### src/verilog/fir_pkg.sv
`default_nettype none

package fir_pkg;

    // filter geometry
    localparam int NUM_TAPS = 4;
    localparam int DATA_W = 16;
    // coefficient of 32768 is unity gain
    localparam int FRAC_BITS = 15;

    // byte addresses of the register table
    localparam logic [3:0] ADDR_STATUS = 4'd0;
    localparam logic [3:0] ADDR_ERROR = 4'd1;
    // result low byte here, high byte one above
    localparam logic [3:0] ADDR_RESULT = 4'd2;
    localparam logic [3:0] ADDR_SAMPLE = 4'd4;
    // F0 through F3 as halfwords from here up to 13
    localparam logic [3:0] ADDR_COEF0 = 4'd6;
    localparam logic [3:0] ADDR_NEW_COEF = 4'd14;

    // only idle counts as no transfer
    localparam logic [1:0] HTRANS_IDLE = 2'd0;

    // filter controller
    typedef enum logic [1:0] {
        FIR_IDLE,
        FIR_SHIFT,
        FIR_MAC,
        FIR_DONE
    } fir_state_t;

    // coefficient loader
    typedef enum logic [1:0] {
        LDR_IDLE,
        LDR_LOAD,
        LDR_WAIT
    } ldr_state_t;

endpackage

`default_nettype wire
### src/verilog/ahb_lite_fir_filter.sv
`default_nettype none

module ahb_lite_fir_filter import fir_pkg::*; (
    input  logic                clk,
    input  logic                n_rst,
    input  logic                hsel,
    input  logic [3:0]          haddr,
    input  logic                hsize,
    input  logic [1:0]          htrans,
    input  logic                hwrite,
    input  logic [DATA_W-1:0]   hwdata,
    output logic [DATA_W-1:0]   hrdata,
    output logic                hresp
);

    // slave to filter
    logic [DATA_W-1:0] sample_data;
    logic data_ready;
    logic [DATA_W-1:0] fir_coefficient;
    // slave to loader
    logic new_coefficient_set;
    // loader to slave and filter
    logic [1:0] coefficient_num;
    logic load_coeff;
    logic coeff_busy;
    // filter back to the status bytes
    logic modwait;
    logic [DATA_W-1:0] fir_out;
    logic err;

    ahb_lite_slave i_slave (
        .clk                 (clk),
        .n_rst               (n_rst),
        .hsel                (hsel),
        .haddr               (haddr),
        .hsize               (hsize),
        .htrans              (htrans),
        .hwrite              (hwrite),
        .hwdata              (hwdata),
        .coefficient_num     (coefficient_num),
        .modwait             (modwait),
        .fir_out             (fir_out),
        .err                 (err),
        .hrdata              (hrdata),
        .hresp               (hresp),
        .sample_data         (sample_data),
        .data_ready          (data_ready),
        .new_coefficient_set (new_coefficient_set),
        .fir_coefficient     (fir_coefficient)
    );

    coefficient_loader i_loader (
        .clk                 (clk),
        .n_rst               (n_rst),
        .new_coefficient_set (new_coefficient_set),
        .coefficient_num     (coefficient_num),
        .load_coeff          (load_coeff),
        .coeff_busy          (coeff_busy)
    );

    fir_filter i_filter (
        .clk             (clk),
        .n_rst           (n_rst),
        .data_ready      (data_ready),
        .sample_data     (sample_data),
        .fir_coefficient (fir_coefficient),
        .coefficient_num (coefficient_num),
        .load_coeff      (load_coeff),
        .coeff_busy      (coeff_busy),
        .modwait         (modwait),
        .fir_out         (fir_out),
        .err             (err)
    );

endmodule

`default_nettype wire

### src/verilog/fir_filter.sv
`default_nettype none

module fir_filter import fir_pkg::*; (
    input  logic                clk,
    input  logic                n_rst,
    input  logic                data_ready,
    input  logic [DATA_W-1:0]   sample_data,
    input  logic [DATA_W-1:0]   fir_coefficient,
    input  logic [1:0]          coefficient_num,
    input  logic                load_coeff,
    input  logic                coeff_busy,
    output logic                modwait,
    output logic [DATA_W-1:0]   fir_out,
    output logic                err
);

    localparam int IDX_W = $clog2(NUM_TAPS);
    localparam int PROD_W = 2 * DATA_W;
    // room for the sum of NUM_TAPS full products
    localparam int ACC_W = PROD_W + IDX_W;
    localparam logic [IDX_W-1:0] LAST_IDX = IDX_W'(NUM_TAPS - 1);

    logic [DATA_W-1:0] coef [NUM_TAPS];
    // tap 0 holds the newest sample
    logic [DATA_W-1:0] taps [NUM_TAPS];

    fir_state_t state;
    fir_state_t next_state;
    logic [IDX_W-1:0] mac_idx;
    logic [ACC_W-1:0] acc;
    logic [PROD_W-1:0] product;
    logic overflow;

    // coefficient registers
    always_ff @(posedge clk, negedge n_rst) begin
        if (!n_rst) begin
            for (int i = 0; i < NUM_TAPS; i++) begin
                coef[i] <= '0;
            end
        end else if (load_coeff) begin
            coef[coefficient_num] <= fir_coefficient;
        end
    end

    // controller
    always_ff @(posedge clk, negedge n_rst) begin
        if (!n_rst) begin
            state <= FIR_IDLE;
        end else begin
            state <= next_state;
        end
    end

    always_comb begin
        next_state = state;
        case (state)
            // hold off while the loader is rewriting coefficients
            FIR_IDLE: if (data_ready && !coeff_busy) next_state = FIR_SHIFT;
            FIR_SHIFT: next_state = FIR_MAC;
            FIR_MAC: if (mac_idx == LAST_IDX) next_state = FIR_DONE;
            FIR_DONE: next_state = FIR_IDLE;
            default: next_state = FIR_IDLE;
        endcase
    end

    assign modwait = (state == FIR_SHIFT) || (state == FIR_MAC);

    // one product per MAC cycle
    assign product = coef[mac_idx] * taps[mac_idx];
    // anything above the 16 result bits after the shift
    assign overflow = |acc[ACC_W-1:FRAC_BITS+DATA_W];

    // delay line and accumulator
    always_ff @(posedge clk, negedge n_rst) begin
        if (!n_rst) begin
            for (int i = 0; i < NUM_TAPS; i++) begin
                taps[i] <= '0;
            end
            mac_idx <= '0;
            acc <= '0;
            fir_out <= '0;
            err <= 1'b0;
        end else begin
            case (state)
                FIR_SHIFT: begin
                    taps[0] <= sample_data;
                    for (int i = 1; i < NUM_TAPS; i++) begin
                        taps[i] <= taps[i-1];
                    end
                    acc <= '0;
                    mac_idx <= '0;
                end
                FIR_MAC: begin
                    acc <= acc + ACC_W'(product);
                    mac_idx <= mac_idx + 1'b1;
                end
                FIR_DONE: begin
                    // drop the fraction bits
                    fir_out <= acc[FRAC_BITS +: DATA_W];
                    // sticky until the next clean result
                    err <= overflow;
                end
                default: ;
            endcase
        end
    end

endmodule

`default_nettype wire

### src/verilog/coefficient_loader.sv
`default_nettype none

module coefficient_loader import fir_pkg::*; (
    input  logic        clk,
    input  logic        n_rst,
    input  logic        new_coefficient_set,
    output logic [1:0]  coefficient_num,
    output logic        load_coeff,
    output logic        coeff_busy
);

    localparam logic [1:0] LAST_IDX = 2'(NUM_TAPS - 1);

    ldr_state_t state;
    ldr_state_t next_state;
    logic [1:0] next_num;

    always_ff @(posedge clk, negedge n_rst) begin
        if (!n_rst) begin
            state <= LDR_IDLE;
            coefficient_num <= '0;
        end else begin
            state <= next_state;
            coefficient_num <= next_num;
        end
    end

    always_comb begin
        next_state = state;
        next_num = coefficient_num;
        case (state)
            LDR_IDLE: begin
                next_num = '0;
                if (new_coefficient_set) begin
                    next_state = LDR_LOAD;
                end
            end
            LDR_LOAD: begin
                // index wraps back to 0 after the last tap
                next_num = coefficient_num + 2'd1;
                if (coefficient_num == LAST_IDX) begin
                    next_state = LDR_WAIT;
                end
            end
            // flag drops while we sit here
            // so one request loads only once
            LDR_WAIT: next_state = LDR_IDLE;
            default: next_state = LDR_IDLE;
        endcase
    end

    // one load strobe per index
    assign load_coeff = (state == LDR_LOAD);
    assign coeff_busy = (state != LDR_IDLE);

endmodule

`default_nettype wire

### src/verilog/ahb_lite_slave.sv
`default_nettype none

module ahb_lite_slave import fir_pkg::*; (
    input  logic                clk,
    input  logic                n_rst,
    input  logic                hsel,
    input  logic [3:0]          haddr,
    input  logic                hsize,
    input  logic [1:0]          htrans,
    input  logic                hwrite,
    input  logic [DATA_W-1:0]   hwdata,
    input  logic [1:0]          coefficient_num,
    input  logic                modwait,
    input  logic [DATA_W-1:0]   fir_out,
    input  logic                err,
    output logic [DATA_W-1:0]   hrdata,
    output logic                hresp,
    output logic [DATA_W-1:0]   sample_data,
    output logic                data_ready,
    output logic                new_coefficient_set,
    output logic [DATA_W-1:0]   fir_coefficient
);

    // 16 byte register table
    logic [15:0][7:0] reg_table;
    logic [15:0][7:0] next_table;
    logic next_data_ready;

    // address phase, held for the data phase
    logic ap_valid;
    logic ap_err;
    logic ap_write;
    logic ap_size;
    logic [3:0] ap_addr;
    logic [3:0] ap_base;

    logic bus_active;
    logic [3:0] coef_base;

    // selected and not idle
    assign bus_active = hsel && (htrans != HTRANS_IDLE);

    // error in the address phase
    // status and result bytes are read only
    // byte 15 only exists as the upper half of the flag halfword
    assign hresp = bus_active &&
                   ((hwrite && (haddr < ADDR_SAMPLE)) ||
                    (!hsize && (haddr == (ADDR_NEW_COEF + 4'd1))));

    // halfword base is the even address
    assign ap_base = {ap_addr[3:1], 1'b0};

    // plain views of the table
    assign sample_data = {reg_table[ADDR_SAMPLE + 4'd1], reg_table[ADDR_SAMPLE]};
    assign new_coefficient_set = reg_table[ADDR_NEW_COEF][0];

    // coefficient k lives at 6 + 2k
    assign coef_base = ADDR_COEF0 + {1'b0, coefficient_num, 1'b0};
    assign fir_coefficient = {reg_table[coef_base + 4'd1], reg_table[coef_base]};

    always_ff @(posedge clk, negedge n_rst) begin
        if (!n_rst) begin
            reg_table <= '0;
            data_ready <= 1'b0;
            ap_valid <= 1'b0;
            ap_err <= 1'b0;
            ap_write <= 1'b0;
            ap_size <= 1'b0;
            ap_addr <= '0;
        end else begin
            reg_table <= next_table;
            data_ready <= next_data_ready;
            ap_valid <= bus_active;
            ap_err <= hresp;
            ap_write <= hwrite;
            ap_size <= hsize;
            ap_addr <= haddr;
        end
    end

    always_comb begin
        next_table = reg_table;
        next_data_ready = data_ready;
        hrdata = '0;

        // status bytes follow the filter every cycle
        next_table[ADDR_STATUS] = {7'b0, modwait | new_coefficient_set};
        next_table[ADDR_ERROR] = {7'b0, err};
        next_table[ADDR_RESULT] = fir_out[7:0];
        next_table[ADDR_RESULT + 4'd1] = fir_out[15:8];

        // data phase
        // errored transfers leave the table alone
        if (ap_valid && !ap_err) begin
            if (ap_write) begin
                if (ap_size) begin
                    next_table[ap_base] = hwdata[7:0];
                    next_table[ap_base + 4'd1] = hwdata[15:8];
                end else if (ap_addr[0]) begin
                    // odd byte rides the upper lane
                    next_table[ap_addr] = hwdata[15:8];
                end else begin
                    next_table[ap_addr] = hwdata[7:0];
                end
                // any write to the sample halfword starts the filter
                if (ap_base == ADDR_SAMPLE) begin
                    next_data_ready = 1'b1;
                end
            end else begin
                if (ap_size) begin
                    hrdata = {reg_table[ap_base + 4'd1], reg_table[ap_base]};
                end else if (ap_addr[0]) begin
                    hrdata[15:8] = reg_table[ap_addr];
                end else begin
                    hrdata[7:0] = reg_table[ap_addr];
                end
            end
        end

        // last index presented so the reload request is done
        // wins over a host write in the same cycle
        if (coefficient_num == 2'(NUM_TAPS - 1)) begin
            next_table[ADDR_NEW_COEF] = '0;
        end

        // filter has taken the sample
        if (modwait) begin
            next_data_ready = 1'b0;
        end
    end

endmodule

`default_nettype wire

### config.mk
export PLATFORM = sky130hd
export DESIGN_NAME = ahb_lite_fir_filter
export DESIGN_NICKNAME = d
export VERILOG_FILES = /design/src/verilog/fir_pkg.sv /design/src/verilog/ahb_lite_fir_filter.sv /design/src/verilog/fir_filter.sv /design/src/verilog/coefficient_loader.sv /design/src/verilog/ahb_lite_slave.sv
export SDC_FILE = /design/constraint.sdc
export NUM_CORES = 1
export LEC_CHECK = 0
export BUFFER_PORTS_ARGS = -buffer_cell sky130_fd_sc_hd__buf_2
export CAP_MARGIN = 15
export CORE_MARGIN = 2
export CORE_UTILIZATION = 50
export CTS_BUF_LIST = sky130_fd_sc_hd__clkbuf_4
export DETAILED_ROUTE_END_ITERATION = 6
export PLACE_DENSITY = 0.69
export SYNTH_ARGS = -nofsm -noshare
export SYNTH_HDL_FRONTEND = slang
export SYNTH_SLANG_ARGS = --single-unit
### constraint.sdc
create_clock -name clk -period 9.1 [get_ports clk]
set_input_delay 0.91 -clock clk [delete_from_list [all_inputs] [get_ports clk]]
set_output_delay 0.91 -clock clk [all_outputs]
set_load 0.02 [all_outputs]
Yosys cells after proc, flatten, opt, wreduce, memory -nomap -nowiden
Cells that the tools add are included.
W data, S select, Z words.

cells by class
  add/sub/neg operators = 6
  $mul = 1
  divide/modulo/power cells = 0
  $lt $le $gt $ge = 12
  equality and inequality tests = 12
  shift operators = 0
  mux-type cells = 52
  bitwise operators = 3
  reduce and logical (&&, ||, !) cells = 32

operator list
  cell                   count
  $bwmux W128            4
  $mux W128              2
  $mux W120              2
  $bmux W8 S4            4
  $mux W16               8
  $mux W8                11
  $pmux W34 S2           1
  $bmux W16 S2           2
  $bwmux W64             1
  $demux W8 S4           2
  $add A34 B32 Y34       1
  $demux W16 S2          1
  $mul A16 B16 Y32       1
  $lt A4 B5 Y1 const B   5
  $bmux W8 S3            1
  $demux W8 S3           1
  $reduce_bool A2 Y1     9
  $ge A4 B1 Y1 const B   3
  $pmux W2 S2            3
  $logic_and A1 B1 Y1    10
  $add A4 B1 Y4 const B  2
  $eq A2 B2 Y1 const B   4
  $mux W2                4
  $pmux W2 S4            1
  19 further kinds       35

storage, ports and cells
  bits in registers = 324
  latch bits = 0
  memory bits (writable) = 0
  memory bits (read-only) = 0
  output and inout bits = 17
  memories = 0

Depth between registers and ports, before layout
  depth after elaboration = 10
  mapped depth = 28

Cells and area by module
A second synthesis with hierarchy kept.

second synthesis, totals
  cell total of the unflattened synthesis = 2302
  area total of the unflattened synthesis = 25957.4 um^2

modules (own cells, without submodules)
  module              instances  cells each  area each (um^2)
  fir_filter          1          1691        17309.1
  ahb_lite_slave      1          598         8476.9
  coefficient_loader  1          13          171.4

Worst setup path before layout
Ideal clock, no wire load.

  path kind = register to register
  from = register i_filter.mac_idx[1]
  to = register i_filter.acc[33]
  setup time = 124 ps
  arrival time = 6843 ps
  setup slack = 2133 ps
  cell stages (with the launch flop) = 27
  buffers on the path = 3
  path through = dfrtp_1 -> buf_1 -> buf_2 -> mux2i_1 -> nand2_1 -> o21ai_0 -> clkbuf_1 -> nor2_1 -> fa_1 -> inv_1 -> fa_1 -> fa_1 -> fa_1 -> inv_1 -> fa_1 -> inv_1 -> fa_1 -> inv_1 -> ha_1 -> o21ai_0 -> o21ai_1 -> a211oi_2 -> a211oi_2 -> a211oi_4 -> a311o_1 -> and3_1 -> a211o_1

on the way
  word-level cells in the longest chain between the ends = 7

ends and longest elaborated chain
  what                                          line              RTL
  start: declaration                            fir_filter.sv:29  logic [IDX_W-1:0] mac_idx;
  start signal: assignment                      fir_filter.sv:95  mac_idx <= mac_idx + 1'b1;
  $not A2 Y3 (implied by the code) *            fir_filter.sv:69  assign product = coef[mac_idx] * taps[mac_idx];
  $bmux W16 S2                                  fir_filter.sv:69
  $mux W16 (implied by the code) (2 in series)  fir_filter.sv:69
  $mul A16 B16 Y32 *                            fir_filter.sv:69
  $add A34 B32 Y34 *                            fir_filter.sv:94  acc <= acc + ACC_W'(product);
  $pmux W34 S2 *                                fir_filter.sv:84  case (state)
  end signal: assignment                        fir_filter.sv:94
  end: declaration                              fir_filter.sv:30  logic [ACC_W-1:0] acc;

Mark *: on every way between the ends. The rest lies on a longest branch, timed or not. The select of a mux whose other input is x is not followed.
A chain may end at the register's enable or synchronous reset.

Worst setup path in the final report
Same ends and word-level chain as after synthesis.

==> metrics.cfg <==
[yosys]
synth_xor_area_frac = 0.00870
syn_inst = 2323
synthesis.nets = 2694
synth_top_cell_by_area = dfrtp_1
synth-seq-cells = 324
synth_edf_count = 0
yosys_most_used_dff = dfrtp_1
yosys.area.top_type_share = 0.322
synth_top_family_by_area = adder cells
synth_cell_types = 73
async_flop_share = 1.00
synth_compound_area_frac = 0.0877
synthMuxAreaShare = 0.183
yosys-top-cells-area = dfrtp_1, fa_1, mux2_2, mux4_2, ha_1
synth_area_sq_um = 25200
synth_simple_gate_area_share = 0.0884
yosys_warnings = 0
synthAdderAreaFrac = 0.238
ys_seq_area_frac = 0.322
avgSynthCellArea_sq_um = 10.8

[sta]
finalCritPeriodShare = 0.846
worst_slew_pin_slew_ns = 1.31
setup_slack_ns = 1.41
tns_ns = 0
slew_violations = 0
rsz0062_at_grt = false
hold_viol = 0
skew_ns = 0.100
setup_viol = 0
fmax_mhz = 130
fin_crit_ns = 7.69
max-slew-margin-rel = 0.121

[placed_design]
pre_cts_ws_ns = 1.50
portBuffers = 43
place.gp.congestion = 0.915
dp_hpwl_um = 50000

[route]
drc = 0
routedWlPerCell_um = 22.4
drt-initial-drc-count = 1424
ant_nets = 0
vias = 18400
drt_first_pass_iters = 6
wirelength_um = 69800
avgViaCountPerCell = 5.90

[cells_and_area]
drive_gt1_frac = 0.215
mostFrequentLayoutCell = inv_1
synthToLayoutAreaGrowth_pct = 7.71
utilization = 0.543
final_nets = 2742
layout.cells.most_common_list = inv_1, dfrtp_1, nand2_1

[critical_path]
crit_path_start_kind = flop
worstPathArrival_ns = 8.43
cp-end-kind = flop
critPathRequiredTime_ns = 9.84
critPathKind = reg2reg
r2r_setup_slack_ns = 1.41
critPathMaxFanout = 17

[floorplan]
chipWidth_um = 228
num_io_pins = 44
rows = 82
initial_core_util = 0.504
core_region_area_sq_um = 50000
die_height_um = 228
dieArea_sq_um = 52200

[clock_network]
clockBufferDepth = 3
cts_resized = 0
clk_root_buffer_cell = clkbuf_4
clock_sinks = 324
numCtsBuffers = 90
cts_setup_buffers = 0
clkTransAtPathRegs_ns = 0.07
cts_tree = yes
postCtsHoldBufs = 0
h-tree-depth = 3
worst_skew_pair.late_latency_ns = 0.87

[global_routing]
grt_overflow = 0
grt_pass1_wl_um = 111000
grt_max_degree = 172
antenna_found_initial = 3
track_usage = 0.275
grt_pass1_vias = 19400

[worst_hold_path]
hold_path.class = in2async

[status]
outcome = finished clean

[job]
cap_violations = 0

[final timing paths]
path,start,to,cells after the start
worst min-delay path,n_rst,i_slave.reg_table[90],1
worst min register to register,i_filter.taps[25],i_filter.taps[9],1
worst max register to register,i_filter.mac_idx[1],i_filter.acc[33],22
max in group asynchronous,n_rst,i_slave.ap_addr[1],2
worst max-delay path,i_filter.mac_idx[1],i_filter.acc[33],22
min in group clk,haddr[0],i_slave.ap_addr[0],1
[flip-flops by register name (all words and copies together) (netlist names), 4 cells and up]
signal               flops
i_filter.acc            34
i_filter.coef           64
i_filter.fir_out        16
i_filter.taps           64
i_slave.ap_addr          4
i_slave.reg_table      111
i_slave.sample_data     16
[synth_stat cells (4+ instances only)]
cell type	number
o22a_1	11
nor2_2	9
o221ai_1	13
mux4_2	88
o22ai_1	55
o21ai_0	99
fa_1	226
buf_2	25
inv_1	361
mux2i_1	35
a211oi_1	5
xnor2_1	13
ha_1	118
o21ai_1	12
nand2_1	254
and2_1	55
o21a_1	17
a211oi_2	4
mux2_2	202
a21o_1	14
xor2_1	12
nor3_1	17
a21oi_1	35
nand4_1	7
nand2b_1	8
a22o_1	11
clkbuf_1	78
or4_1	5
nor2_1	113
dfrtp_1	324
nand3_1	12
o31a_1	12
a211o_1	4
nor2b_1	6
buf_1	7
and3_1	6
[worst max-delay path: stages (launching register included)]
cell      delay, ns
dfrtp_2        0.64
mux2_2         0.42
o21ai_0        0.86
nor2_1         0.18
fa_1           0.57
inv_1          0.05
fa_1           0.47
fa_1           0.51
inv_1          0.05
fa_1           0.48
fa_1           0.49
inv_1          0.05
fa_1           0.48
inv_1          0.04
ha_1           0.36
o21ai_0        0.15
o21ai_1        0.32
a211oi_2       0.14
a211oi_2       0.38
a211oi_4       0.12
a311o_1        0.39
and3_1         0.18
a211o_1        0.26
[metrics by stage]
step	cells	cell area, sq um	hold WS (ns)
finish	3118	27100	0.0405
CTS	3114	27100	0.0235
detailed placement	2951	26000	0.465
global placement	2951	26000	0.456
global route	3116	27100	0.0732
floorplan	2323	25200	0.444
[metal layers]
layer,vias up,part of all wire,GRT usage
met3,218,0.077,0.0539
met1,9379,0.40,0.357
met2,864,0.48,0.443
met4,2,0.048,0.136
met5,-,0.00024,0
li1,7936,-,-
[area by class of cell]
class | instances | area [sq um]
antenna | 4 | 10.0
clock buffer | 117 | 878
clock inverter | 46 | 235
fill | 4380 | 22800
inverter | 361 | 1360
multi-input combinational | 1527 | 15300
sequential | 324 | 8110
tap | 672 | 841
timing repair buffer | 67 | 418
[cells by family after synthesis]
family / after synthesis
flops: 324
compound gates: 329
mux: 325
xor+xnor: 25
buf+inv: 472
fa+ha+maj: 344
simple gates: 504
Power is left out: the tool's default activity adds up to more than one toggle a clock period on the data nets, which glitch-free logic cannot reach.
